**config.mk**
```make
export PLATFORM = sky130hd
export DESIGN_NAME = gpio_lite_top
export DESIGN_NICKNAME = d
export VERILOG_FILES = /design/src/common/gpio_lite_cfg_pkg.sv /design/src/common/gpio_lite_regs_pkg.sv /design/src/source/gpio_lite_top.sv /design/src/gpio_lite/gpio_lite_subunit.sv /design/src/gpio_lite/gpio_lite_apb_slave.sv /design/src/gpio_lite/gpio_lite_pin_sync.sv
export SDC_FILE = /design/constraint.sdc
export NUM_CORES = 1
export LEC_CHECK = 0
export BUFFER_PORTS_ARGS = -buffer_cell sky130_fd_sc_hd__buf_2
export CORE_MARGIN = 10
export CORE_UTILIZATION = 48
export DETAILED_ROUTE_END_ITERATION = 10
export GPL_TIMING_DRIVEN = 0
export MAX_ROUTING_LAYER = met4
export PLACE_DENSITY_LB_ADDON = 0.1
export SLEW_MARGIN = 10
export SYNTH_ARGS = -nofsm -noshare
export SYNTH_HDL_FRONTEND = slang
export SYNTH_SLANG_ARGS = --single-unit
```
**constraint.sdc**
```tcl
create_clock -name pclk11 -period 1 [get_ports pclk11]
set_input_delay 0.05 -clock pclk11 [delete_from_list [all_inputs] [get_ports pclk11]]
set_output_delay 0.05 -clock pclk11 [all_outputs]
set_load 0.005 [all_outputs]
```
**src/common/gpio_lite_cfg_pkg.sv**
```systemverilog
// gpio lite configuration
// bus widths of the APB port and the default pin count of the block
`default_nettype none

package gpio_lite_cfg_pkg;

  // ----------------------------------------
  // APB bus
  // ----------------------------------------
  localparam int apb_addr_width = 6;       // byte address, 64 byte window
  localparam int apb_data_width = 16;      // prdata / pwdata width

  // ----------------------------------------
  // pins
  // ----------------------------------------
  localparam int gpio_width_default = 16;  // must not exceed apb_data_width

endpackage : gpio_lite_cfg_pkg

`default_nettype wire
```
**src/common/gpio_lite_regs_pkg.sv**
```systemverilog
// gpio lite register map
// byte offsets of the programmer visible registers and their values
// after reset, full data bus width
`default_nettype none

package gpio_lite_regs_pkg;

  import gpio_lite_cfg_pkg::*;

  typedef logic [apb_addr_width-1:0] reg_addr_t;
  typedef logic [apb_data_width-1:0] reg_data_t;

  // ----------------------------------------
  // offsets
  // ----------------------------------------
  localparam reg_addr_t gpr_direction_mode = 6'h04;  // 1 = input, 0 = output
  localparam reg_addr_t gpr_output_enable  = 6'h08;  // per pin drive enable
  localparam reg_addr_t gpr_output_value   = 6'h0C;  // value put on the pins
  localparam reg_addr_t gpr_input_value    = 6'h10;  // synced pins, ro
  localparam reg_addr_t gpr_int_status     = 6'h20;  // rise events, ro, clear on read

  // ----------------------------------------
  // reset values
  // ----------------------------------------
  // everything comes up as a disabled output with no pending status
  localparam reg_data_t gprv_direction_mode = '0;  // all outputs
  localparam reg_data_t gprv_output_enable  = '0;  // all tri-stated
  localparam reg_data_t gprv_output_value   = '0;  // drive low once enabled
  localparam reg_data_t gprv_input_value    = '0;  // nothing sampled yet
  localparam reg_data_t gprv_int_status     = '0;  // status clear

endpackage : gpio_lite_regs_pkg

`default_nettype wire

```
**src/source/gpio_lite_top.sv**
```systemverilog
// gpio lite top level
// APB peripheral with a configurable number of general purpose pins;
// joins the bus slave to the GPIO register file
`timescale 1ns/1ps
`default_nettype none

module gpio_lite_top
  import gpio_lite_cfg_pkg::*;
#(
  parameter int gpio_width = gpio_width_default
)
(
  input  logic                      pclk11,
  input  logic                      n_reset11,
  // APB
  input  logic                      psel,
  input  logic                      penable,
  input  logic                      pwrite,
  input  logic [apb_addr_width-1:0] paddr,
  input  logic [apb_data_width-1:0] pwdata,
  output logic [apb_data_width-1:0] prdata,
  output logic                      pready,
  // pins
  input  logic [gpio_width-1:0]     pin_in,
  input  logic [gpio_width-1:0]     test_tri_state,  // dft override
  output logic [gpio_width-1:0]     pin_out,
  output logic [gpio_width-1:0]     pin_oe_n,
  output logic [gpio_width-1:0]     interrupt,
  output logic                      irq
);

  // ----------------------------------------
  // slave to register file
  // ----------------------------------------
  logic                      read;
  logic                      write;
  logic [apb_addr_width-1:0] addr;
  logic [apb_data_width-1:0] wdata;
  logic [apb_data_width-1:0] rdata;

  gpio_lite_apb_slave apb_slave_i (
    .pclk11    (pclk11),
    .n_reset11 (n_reset11),
    .psel      (psel),
    .penable   (penable),
    .pwrite    (pwrite),
    .paddr     (paddr),
    .pwdata    (pwdata),
    .prdata    (prdata),
    .pready    (pready),
    .read      (read),
    .write     (write),
    .addr      (addr),
    .wdata     (wdata),
    .rdata     (rdata)
  );

  gpio_lite_subunit #(
    .gpio_width       (gpio_width)
  ) subunit_i (
    .pclk11           (pclk11),
    .n_reset11        (n_reset11),
    .read             (read),
    .write            (write),
    .addr             (addr),
    .wdata            (wdata),
    .pin_in           (pin_in),
    .tri_state_enable (test_tri_state),
    .rdata            (rdata),
    .pin_out          (pin_out),
    .pin_oe_n         (pin_oe_n),
    .interrupt        (interrupt),
    .irq              (irq)
  );

endmodule : gpio_lite_top

`default_nettype wire

```
**src/gpio_lite/gpio_lite_subunit.sv**
```systemverilog
// gpio lite subunit
// register file of the GPIO block: direction, output enable and output
// value registers, the clear on read interrupt status, the registered
// read mux and the pin drive logic
`timescale 1ns/1ps
`default_nettype none

module gpio_lite_subunit
  import gpio_lite_cfg_pkg::*;
  import gpio_lite_regs_pkg::*;
#(
  parameter int gpio_width = gpio_width_default
)
(
  input  logic                      pclk11,
  input  logic                      n_reset11,
  // strobes from the bus slave
  input  logic                      read,
  input  logic                      write,
  input  logic [apb_addr_width-1:0] addr,
  input  logic [apb_data_width-1:0] wdata,
  // pins
  input  logic [gpio_width-1:0]     pin_in,
  input  logic [gpio_width-1:0]     tri_state_enable,  // dft, forces Z
  output logic [apb_data_width-1:0] rdata,
  output logic [gpio_width-1:0]     pin_out,
  output logic [gpio_width-1:0]     pin_oe_n,          // active low
  output logic [gpio_width-1:0]     interrupt,         // per pin
  output logic                      irq                // any pin
);

  typedef logic [apb_data_width-1:0] bus_t;

  logic [gpio_width-1:0] direction_mode;     // 1 = input
  logic [gpio_width-1:0] output_enable;
  logic [gpio_width-1:0] output_value;
  logic [gpio_width-1:0] input_value;        // from the synchronizer
  logic [gpio_width-1:0] int_status;
  logic [gpio_width-1:0] rise_event;
  logic [gpio_width-1:0] interrupt_trigger;  // 1 sets a status bit
  logic [gpio_width-1:0] status_clear;       // 1 clears a status bit

  logic ad_direction_mode;
  logic ad_output_enable;
  logic ad_output_value;
  logic ad_int_status;

  // ----------------------------------------
  // input path
  // ----------------------------------------
  gpio_lite_pin_sync #(
    .gpio_width  (gpio_width)
  ) pin_sync_i (
    .pclk11      (pclk11),
    .n_reset11   (n_reset11),
    .pin_in      (pin_in),
    .sync_value  (),            // edges come out ready made
    .input_value (input_value),
    .rise_event  (rise_event)
  );

  // ----------------------------------------
  // address decode
  // ----------------------------------------
  assign ad_direction_mode = (addr == gpr_direction_mode);
  assign ad_output_enable  = (addr == gpr_output_enable);
  assign ad_output_value   = (addr == gpr_output_value);
  assign ad_int_status     = (addr == gpr_int_status);

  // read-write registers, updated at the end of the access cycle
  always_ff @(posedge pclk11 or negedge n_reset11)
  begin
    if (!n_reset11)
    begin
      direction_mode <= gprv_direction_mode[gpio_width-1:0];
      output_enable  <= gprv_output_enable[gpio_width-1:0];
      output_value   <= gprv_output_value[gpio_width-1:0];
    end
    else if (write)
    begin
      if (ad_direction_mode)
        direction_mode <= wdata[gpio_width-1:0];
      if (ad_output_enable)
        output_enable <= wdata[gpio_width-1:0];
      if (ad_output_value)
        output_value <= wdata[gpio_width-1:0];  // upper bits dropped
    end
  end

  // ----------------------------------------
  // interrupt status
  // ----------------------------------------
  // only pins in input mode can raise an interrupt
  assign interrupt_trigger = direction_mode & rise_event;
  assign status_clear      = {gpio_width{read & ad_int_status}};  // read strobe is 1 cycle

  always_ff @(posedge pclk11 or negedge n_reset11)
  begin
    if (!n_reset11)
      int_status <= gprv_int_status[gpio_width-1:0];
    else
      int_status <= (int_status & ~status_clear) | interrupt_trigger;  // set wins
  end

  assign interrupt = int_status;
  assign irq       = |int_status;

  // ----------------------------------------
  // read mux
  // ----------------------------------------
  always_ff @(posedge pclk11 or negedge n_reset11)
  begin
    if (!n_reset11)
      rdata <= '0;
    else if (read)
    begin
      case (addr)
        gpr_direction_mode: rdata <= bus_t'(direction_mode);
        gpr_output_enable:  rdata <= bus_t'(output_enable);
        gpr_output_value:   rdata <= bus_t'(output_value);
        gpr_int_status:     rdata <= bus_t'(int_status);  // old value, clears now
        default:            rdata <= bus_t'(input_value);  // input reg and holes
      endcase
    end
    else
      rdata <= '0;  // back to zero between reads
  end

  // pin drive
  assign pin_out  = output_value;
  assign pin_oe_n = ~(output_enable & ~direction_mode) | tri_state_enable;

endmodule : gpio_lite_subunit

`default_nettype wire

```
**src/gpio_lite/gpio_lite_apb_slave.sv**
```systemverilog
// gpio lite APB slave
// turns the APB setup / access phases into single cycle read and write
// strobes for the register file, never inserts a wait state
`timescale 1ns/1ps
`default_nettype none

module gpio_lite_apb_slave
  import gpio_lite_cfg_pkg::*;
(
  input  logic                      pclk11,
  input  logic                      n_reset11,   // async, active low
  // APB side
  input  logic                      psel,
  input  logic                      penable,
  input  logic                      pwrite,
  input  logic [apb_addr_width-1:0] paddr,
  input  logic [apb_data_width-1:0] pwdata,
  output logic [apb_data_width-1:0] prdata,
  output logic                      pready,
  // register file side
  output logic                      read,        // setup cycle of a read
  output logic                      write,       // access cycle of a write
  output logic [apb_addr_width-1:0] addr,
  output logic [apb_data_width-1:0] wdata,
  input  logic [apb_data_width-1:0] rdata        // registered by subunit
);

  logic setup_phase;   // psel without penable
  logic access_phase;  // psel with penable
  logic read_pending;  // a read strobe went out last cycle

  // ----------------------------------------
  // phase decode
  // ----------------------------------------
  assign setup_phase  = psel & ~penable;
  assign access_phase = psel & penable;

  // read strobe early so rdata is ready by the access cycle
  assign read  = setup_phase & ~pwrite;
  assign write = access_phase & pwrite;  // regs update at end of access

  assign addr  = paddr;   // offsets used as is
  assign wdata = pwdata;

  // ----------------------------------------
  // read return
  // ----------------------------------------
  always_ff @(posedge pclk11 or negedge n_reset11)
  begin
    if (!n_reset11)
      read_pending <= 1'b0;
    else
      read_pending <= read;  // one cycle, matches the access cycle
  end

  assign pready = access_phase;  // zero wait states

  // bus held at zero outside the access cycle of a read
  assign prdata = (read_pending & access_phase) ? rdata : '0;

endmodule : gpio_lite_apb_slave

`default_nettype wire

```
**src/gpio_lite/gpio_lite_pin_sync.sv**
```systemverilog
// gpio lite pin synchronizer
// two flop metastability chain on the pins, followed by the input value
// register; a pin that was low and is now high gives a rise event
`timescale 1ns/1ps
`default_nettype none

module gpio_lite_pin_sync
#(
  parameter int gpio_width = 16
)
(
  input  logic                  pclk11,
  input  logic                  n_reset11,
  input  logic [gpio_width-1:0] pin_in,       // asynchronous pins
  output logic [gpio_width-1:0] sync_value,   // after two stages
  output logic [gpio_width-1:0] input_value,  // one stage later
  output logic [gpio_width-1:0] rise_event    // low to high seen
);

  logic [gpio_width-1:0] stage_one;  // first flop, may go metastable

  // ----------------------------------------
  // sample chain
  // ----------------------------------------
  always_ff @(posedge pclk11 or negedge n_reset11)
  begin
    if (!n_reset11)
    begin
      stage_one   <= '0;
      sync_value  <= '0;
      input_value <= '0;
    end
    else
    begin
      stage_one   <= pin_in;
      sync_value  <= stage_one;   // safe to use from here on
      input_value <= sync_value;  // previous sample, also the ro register
    end
  end

  // new value high, old value low
  assign rise_event = sync_value & ~input_value;

endmodule : gpio_lite_pin_sync

`default_nettype wire

```
==> results.cfg, run 1 <==
[setup_path]
cp_top_family = simple AND/OR/NAND/NOR gates
crit_path_start_kind = register
critPathSlowestCell = dfrtp_2
crit_arrival_ps = 1620
cp.buffers_inverters = 1
crit_chain = nor4_2, nand4_1, buf_2
r2r_slack_ps = -240
path_class = reg -> out
slowest_delay_ps = 440
critPathRequiredTime_ps = 950
cp_max_fo = 4
cp-end-kind = primary output

[synth]
syn_nets = 422
synth_seq_cells = 129
ys_types = 29
synth_area_leaders = dfrtp_1 63%, mux2_2 9.7%, mux2_4 5.9%
avgSynthCellArea_um2 = 14.1
yosysSeqAreaShare = 0.631
synth_cells = 363
synth-main-ff-cell = dfrtp_1
yosysTopAreaCell = dfrtp_1
syn-cell-area_um2 = 5110
synth_edf_count = 0
async_reset_ff_frac = 1.00
ys_warn_count = 0
synth_top_area_frac = 0.631

[drt]
wl_met3_um = 1070
routed.top_layer = met4
first_pass_iters = 4
ant_nets = 0
met1Wirelength_um = 6580
drt_iter0_drc = 271
via_per_inst = 5.19
drt_wl_total_um = 15600
vias = 3900
wl_per_cell_um = 20.7
met2_length_um = 7650
drc = 0

[clocking]
cts_tree = yes
clk_latency_ps = 520
numClockSinks = 129
cts_htree_levels = 4
cts_buffers = 17
clk_pin_slew_ps = 60
postCtsHoldBufs = 33
cts_buffer_depth = 2
clock-root-buffer = clkbuf_8

[sta]
fin_ws_ps = -672
finalCritPeriodShare = 1.67
max_freq_ghz = 0.598
setup_tns_ps = -23440
drv_slew = 0
worst-slew-pin-transition_ps = 559
slew_headroom = 0.627
finalHoldViolCount = 7
worst_clock_skew_ps = 9.60
hold_slack_ps = -90.3
setup_viol = 104
rsz0062_at_grt = yes
fin_crit_ps = 1670

[floorplan]
initial_core_util = 0.493
core_um2 = 10400
die_h_um = 123
die-area_um2 = 15200
rows = 37
ioPinCount = 125
die_w_um = 123

[place]
dp.cells = 624
place_area_um2 = 6010
hpwl_um = 9170
numPortBuffers = 124
gp_congestion = 0.849
pre_cts_ws_ps = -741

[min_path]
min_path_type = in -> reg

[run_status]
status = complete, but fails checks
violations = hold timing, setup timing

[cells_and_area]
stdcell_count = 752
fillCellCount = 627
final_common_cell = dfrtp_1
fin_area_um2 = 8200
final_layout_size_suffix_gt1_frac = 0.597
final_cell_mix = 123 x dfrtp_1, 86 x buf_2, 70 x buf_6
final_util = 0.790
final_nets = 661
area_delta_synth_final_pct = 60.3

[global_route]
antenna_found_initial = 1
gr-total-overflow = 0
grt_max_degree = 86
grt_first_pass_wirelength_um = 23300
grt_usage = 0.206
grt_pass1_vias = 4208

[job]
drv_cap = 0

[power]
power_density_nw_per_um2 = 1580
ir_worst_vdd_mv = 0.885
cellLeakagePower_nw = 3.86
power_mw = 13.0
## tightest hold or removal path, cell delays in order
cell and delay, ps:
buf_2 120, nor3b_4 80, o21ai_0 80, a31oi_1 40
## synth_stat cells (all sizes together) (2+ instances only)
library cell	n
and2	19
o2bb2ai	16
a31oi	16
nand2	33
clkbuf	7
or3b	16
and3	4
buf	12
nand3	2
nor4	5
a22oi	16
mux2	64
dfrtp	129
nor2	2
o21ai	17
## cell type report
class / instances / area, um^2 / share of cell area
diodes: 1 / 2.50 / 0.000305
plain buffers: 16 / 171 / 0.0209
clock buffers: 19 / 432 / 0.0527
clock inverters: 13 / 151 / 0.0185
well taps: 136 / 170 / 0.0208
flip-flops and latches: 129 / 3240 / 0.395
multi-input cells: 215 / 2120 / 0.259
repair buffers: 223 / 1910 / 0.233
## repair_timing
item                       4_1_cts  5_1_grt
hold endpoints to repair       200        7
gates cloned                     2        2
setup endpoints to repair      117      129
gates resized for setup        118       69
buffers inserted                39       32
pin swaps                       42       19
## registers in the layout (all words and copies together) (netlist names)
register,cells
apb_slave_i.read_pending,1
subunit_i.direction_mode,16
subunit_i.interrupt,16
subunit_i.output_enable,16
subunit_i.pin_out,16
subunit_i.pin_sync_i.input_value,16
subunit_i.pin_sync_i.stage_one,16
subunit_i.pin_sync_i.sync_value,16
subunit_i.rdata,16
## per-layer routing
layer	global-route usage	up-vias
met2	0.320	135
met5	-	-
li1	-	1798
met1	0.256	1952
met4	0.0655	0
met3	0.0593	15
## report_power, final
group          internal, mW  leakage (nW)  switching [mW]
sequential             5.49          1.60           0.204
clock                  3.66         0.278            2.39
combinational         0.731          1.98           0.498
## cell families (layout without fill, tap and decap cells)
| logic type | after synthesis | in the layout | synth area share |
|---|---|---|---|
| AO/OA/AOI/OAI | 65 | 65 | 0.0871 |
| buffers and inverters | 19 | 271 | 0.0252 |
| flip-flops | 129 | 129 | 0.631 |
| multiplexers | 64 | 64 | 0.156 |
| other | 0 | 1 | 0 |
| AND/OR/NAND/NOR | 86 | 86 | 0.101 |
## path summary, 6_finish.rpt
| path | start | end | cells after the start |
|---|---|---|---|
| worst min register to register | subunit_i.pin_sync_i.stage_one[14] | subunit_i.pin_sync_i.sync_value[14] | 0 |
| max in group asynchronous | n_reset11 | subunit_i.interrupt[14] | 3 |
| worst max register to register | subunit_i.direction_mode[1] | subunit_i.rdata[1] | 5 |
| worst max-delay path | subunit_i.interrupt[14] | irq | 3 |
| min in group asynchronous | n_reset11 | subunit_i.pin_sync_i.stage_one[1] | 2 |
| worst min-delay path | pwrite | subunit_i.rdata[15] | 4 |
(Power assumes the default switching activity.)
==> run 2: changes to the inputs <==
- ABC_AREA: unset -> 1
==> results.cfg, run 2 <==
[sta]
worst_clock_skew_ps = 7.17
fin_ws_ps = -700
worst-slew-pin-transition_ps = 592
finalHoldViolCount = 20
rsz0062_at_grt = yes
setup_viol = 69
drv_slew = 0
max_freq_ghz = 0.588
finalCritPeriodShare = 1.70
fin_crit_ps = 1700
hold_slack_ps = -10.3
slew_headroom = 0.605

[synth]
ys_types = 21
avgSynthCellArea_um2 = 9.43
synth_mux_area_frac = 0
yosys.area_share.xor_xnor = 0
syn_nets = 625
synthAdderAreaFrac = 0
async_reset_ff_frac = 1.00
synth_edf_count = 0
synth-simple-area-share = 0.217
synth_top_family_by_area = simple AND/OR/NAND/NOR gates
synth_top_area_frac = 0.605
synth_area_leaders = dfrtp_1 61%, nand2_1 5.8%, o21ai_1 5.4%
syn-cell-area_um2 = 5340
synth-main-ff-cell = dfrtp_1
yosysTopAreaCell = dfrtp_1
synth_cells = 566
synth_common_cells = 129 x dfrtp_1, 82 x nand2_1, 75 x inv_1
synth_seq_cells = 129
ys_warn_count = 0
yosysSeqAreaShare = 0.605
synth_most_common_cell = dfrtp_1
synth_compound_area_frac = 0.0938

[min_path]
min_path_type = in -> async

[drt]
ant_nets = 0
wl_per_cell_um = 18.9
drt_wl_total_um = 18000
drt_iter0_drc = 486
first_pass_iters = 5
vias = 5123
via_per_inst = 5.37
drc = 0

[global_route]
grt_max_degree = 92
grt_first_pass_wirelength_um = 27900
grt_pass1_vias = 5304
gr-total-overflow = 0
grt_usage = 0.231
antenna_found_initial = 0

[clocking]
clock-root-buffer = clkbuf_8
cts_buffer_depth = 2
clk_pin_slew_ps = 60
cts_htree_levels = 4
clk_latency_ps = 530
cts_tree = yes
cts_buffers = 17
numClockSinks = 129

[run_status]
status = complete, but fails checks
violations = hold timing, setup timing

[place]
gp_congestion = 0.892
hpwl_um = 11500
numPortBuffers = 124
dp.cells = 831
place_area_um2 = 6170

[floorplan]
die_h_um = 125
rows = 38
initial_core_util = 0.492
ioPinCount = 125
core_um2 = 10800
die-area_um2 = 15700
die_w_um = 125

[cells_and_area]
final_cell_mix = 123 x buf_2, 116 x dfrtp_1, 78 x nand2_1
stdcell_count = 954
n_antenna_cell = 0
final_common_cell = buf_2
area_delta_synth_final_pct = 47.8
final_util = 0.727
fin_area_um2 = 7890
final_nets = 860
final_layout_size_suffix_gt1_frac = 0.391

[power]
cellLeakagePower_nw = 3.86
power_density_nw_per_um2 = 1720
power_mw = 13.6
ir_worst_vdd_mv = 1.12

[setup_path]
cp-end-kind = primary output
cp.buffers_inverters = 1
slowest_delay_ps = 450
critPathSlowestCell = dfrtp_2
crit_chain = nor4_4, nand4_1, buf_2
path_class = reg -> out
cp_top_family = simple AND/OR/NAND/NOR gates
crit_path_start_kind = register
crit_arrival_ps = 1650
critPathRequiredTime_ps = 950
r2r_cells = 5
crit_cells = 3
cp_max_fo = 4

[job]
drv_cap = 0
-- run 2: stage by stage --
| step | TNS, ps | setup WS [ps] |
|---|---|---|
| 6_report | -16260 | -700 |
| 4_1_cts | -16640 | -705 |
| 5_1_grt | -19010 | -736 |
| 3_5_place_dp | -33090 | -458 |
| 2_1_floorplan | 0 | 6.07 |
| 3_3_place_gp | -258040 | -1760 |
-- run 2: final cells by class --
cell class	count	area, um^2
Multi-Input combinational cell	331	1820
Tap cell	140	175
Sequential cell	129	3240
Inverter	78	293
Buffer	28	185
Timing Repair Buffer	216	1540
Clock buffer	23	477
Clock inverter	9	153
Fill cell	782	2960
-- run 2: worst register-to-register path, stage by stage, from the launching register on --
cell and delay [ps]:
dfrtp_2 430, buf_4 150, nand4_1 90, nand3_1 90, nor2_2 140, nor2_1 50
-- run 2: per-layer routing --
layer	global-route usage	vias up	routed length [um]
met4	0.102	0	484
met5	-	-	0
li1	-	2331	-
met1	0.266	2475	7260
met3	0.0613	48	1350
met2	0.372	269	8950
-- run 2: worst paths after layout --
kind	from	endpoint	slack, ps
worst max-delay path	subunit_i.interrupt[6]	irq	-700
worst min-delay path	n_reset11	subunit_i.pin_sync_i.sync_value[5]	-10
worst max register to register	subunit_i.interrupt[15]	subunit_i.rdata[15]	-60
worst min register to register	subunit_i.pin_sync_i.stage_one[7]	subunit_i.pin_sync_i.sync_value[7]	350
max in group asynchronous	n_reset11	subunit_i.interrupt[12]	230
min in group pclk11	penable	subunit_i.interrupt[4]	0
-- run 2: power breakdown --
| part | total [mW] | internal, mW | switching [mW] | leakage (nW) |
|---|---|---|---|---|
| clock | 6.56 | 4.31 | 2.25 | 0.300 |
| sequential | 5.73 | 5.50 | 0.230 | 1.60 |
| combinational | 1.27 | 0.612 | 0.655 | 1.96 |
-- run 2: cell families after synthesis --
family / after synthesis
buffers and inverters: 106
DFF: 129
AOI/OAI and AO/OA: 88
and+or+nand+nor: 243
-- run 2: what timing repair did --
action	4_1_cts	5_1_grt
cloned	1	0
hold buffers	33	0
endpoints found under the setup margin	65	76
buffers inserted	40	19
endpoints found under the hold margin	197	0
pin swaps	5	20
gates resized for setup	54	50
==> run 3: changes to the inputs <==
- CORE_UTILIZATION: 48 -> 49
- SYNTH_HIERARCHICAL: unset -> 1
==> results.cfg, run 3 <==
[power]
switching_share = 0.247
cellLeakagePower_nw = 3.87
power_frac_clock = 0.453
ir_worst_vdd_mv = 1.30
seq_power_share = 0.440
internal-power_mw = 9.78
p_sw_mw = 3.21
power_density_nw_per_um2 = 1590
pwr-share-comb = 0.108

[setup_path]
cp_top_family = simple AND/OR/NAND/NOR gates
path_class = reg -> out
critPathLaunch = subunit_i/interrupt[5]
crit_path_start_kind = register
slowest_delay_ps = 430
cp-end-kind = primary output
crit_arrival_ps = 1510
cp_max_fo = 4
critPathRequiredTime_ps = 950
cp.buffers_inverters = 1
crit_chain = nor4_1, nand4_1, buf_2
critPathSlowestCell = dfrtp_1
r2r-start = subunit_i/interrupt[1]

[sta]
finalCritPeriodShare = 1.56
worst-slew-pin-transition_ps = 443
max_freq_ghz = 0.641
drv_slew = 0
rsz0062_at_grt = yes
fin_crit_ps = 1560
finalHoldViolCount = 0
fin_ws_ps = -561
worst_clock_skew_ps = 7.43
slew_headroom = 0.705
setup_tns_ps = -11060
setup_viol = 73

[clocking]
clk_pin_slew_ps = 60
numClockSinks = 129
cts_htree_levels = 4
clk_latency_ps = 420
clock-root-buffer = clkbuf_16
cts_tree = yes
cts_buffers = 17
cts_buffer_depth = 2

[drt]
drc = 0
first_pass_iters = 5
drt_wl_total_um = 17600
via_per_inst = 5.15
ant_nets = 0
wl_per_cell_um = 17.9
drt_iter0_drc = 479
vias = 5072

[cells_and_area]
n_antenna_cell = 0
final_nets = 888
area_delta_synth_final_pct = 43.8
final_util = 0.717
final_layout_size_suffix_gt1_frac = 0.411
fin_area_um2 = 8180
final_cell_mix = 119 x dfrtp_1, 100 x nand2_1, 100 x buf_2
final_common_cell = dfrtp_1
fillCellCount = 875

[place]
hpwl_um = 12300
gp_congestion = 0.891
numPortBuffers = 102
place_area_um2 = 6460

[global_route]
grt_max_degree = 73
gr-total-overflow = 0
grt_first_pass_wirelength_um = 27700
grt_usage = 0.223
antenna_found_initial = 0
grt_pass1_vias = 5144

[synth]
syn_nets = 672
ys_warn_count = 6
synth_seq_cells = 129
synth_common_cells = 129 x dfrtp_1, 100 x nand2_1, 72 x inv_1
synth_cells = 613
synth_top_area_frac = 0.567
syn-cell-area_um2 = 5690
ys_types = 24
async_reset_ff_frac = 1.00
synth_edf_count = 0
yosysSeqAreaShare = 0.567
synth_most_common_cell = dfrtp_1
synth_area_leaders = dfrtp_1 57%, nand2_1 6.6%, nand4_1 5.4%
avgSynthCellArea_um2 = 9.28
yosysTopAreaCell = dfrtp_1
synth-main-ff-cell = dfrtp_1

[floorplan]
die_w_um = 128
die-area_um2 = 16300
initial_core_util = 0.498
rows = 39
ioPinCount = 125
core_um2 = 11400
die_h_um = 128

[job]
drv_cap = 0

[run_status]
violations = setup timing
status = complete, but fails checks

[min_path]
min_from = penable
min_path_type = in -> reg
==> run 3: cell types whose count changed after synthesis, moves of 16 or more <==
cell	change
o21ai_0	+36
nor2_1	-24
nor2_2	+23
o21ai_1	-18
o2bb2ai_1	-16
buf_4	+16
nand2_1	+18
==> run 3: cells by family (layout without fill, tap and decap cells) <==
logic type	Yosys count	after routing	synth area share
AOI/OAI and AO/OA	90	90	0.0792
and+or+nand+nor	269	269	0.243
buffers and inverters	125	354	0.110
DFF	129	129	0.567
==> run 3: layer usage <==
metal  part of all wire  global-route usage  vias to the layer above  wire [um]
li1                   -                   -                     2418          -
met5                  0                   -                        -          0
met2               0.47               0.325                      191       8250
met1               0.46               0.301                     2443       8040
met3              0.064              0.0633                       20       1130
met4              0.011              0.0596                        0        191
==> run 3: power groups by stage <==
stage          sequential, mW  combinational (mW)  clock (mW)
2_1_floorplan            5.73               0.499           0
3_3_place_gp             5.80               0.904           0
3_5_place_dp             5.81               0.943           0
4_1_cts                  5.70                1.29        5.94
5_1_grt                  5.74                1.53        6.23
6_report                 5.71                1.40        5.88
==> run 3: worst paths after layout <==
check / to / slack, ps / cells past startpoint
max in group asynchronous: subunit_i/direction_mode[8] / 150 / 3
hold / removal: subunit_i/rdata[0] / 2 / 4
hold reg to reg: subunit_i/pin_sync_i/sync_value[14] / 350 / 0
setup reg to reg: subunit_i/rdata[1] / -370 / 8
setup / recovery: irq / -560 / 3
min in group asynchronous: subunit_i/pin_out[2] / 140 / 2
==> run 3: layout make-up <==
cell class | count | area, um^2 | area share
clock inverter | 12 | 108 | 0.0132
tap | 143 | 179 | 0.0219
timing repair buffer | 197 | 1510 | 0.184
inverter | 74 | 278 | 0.0340
multi-input combinational | 359 | 2010 | 0.246
sequential | 129 | 3240 | 0.396
buffer | 51 | 389 | 0.0476
clock buffer | 20 | 467 | 0.0570
==> run 3: per-stage QoR <==
step | total power [mW] | cells | hold slack [ps] | setup slack [ps]
2_1_floorplan | 6.23 | 613 | -246 | -86.5
3_3_place_gp | 6.71 | 858 | 157 | -1750
3_5_place_dp | 6.75 | 859 | 45.7 | -531
4_1_cts | 12.9 | 968 | 12.0 | -530
5_1_grt | 13.5 | 985 | 23.9 | -591
6_report | 13.0 | 985 | 1.72 | -561
==> run 3: timing repair <==
item / in CTS / in global routing
hold buffers: 34 / 0
pin swaps: 15 / 20
buffers inserted: 43 / 18
hold endpoints to repair: 122 / 0
gates resized for setup: 62 / 47
setup endpoints to repair: 97 / 168
==> run 3: worst min-delay path, cell delays in order <==
cell and delay [ps]:
buf_2 140, nor2_4 60, o21ai_0 70, nor2_1 50
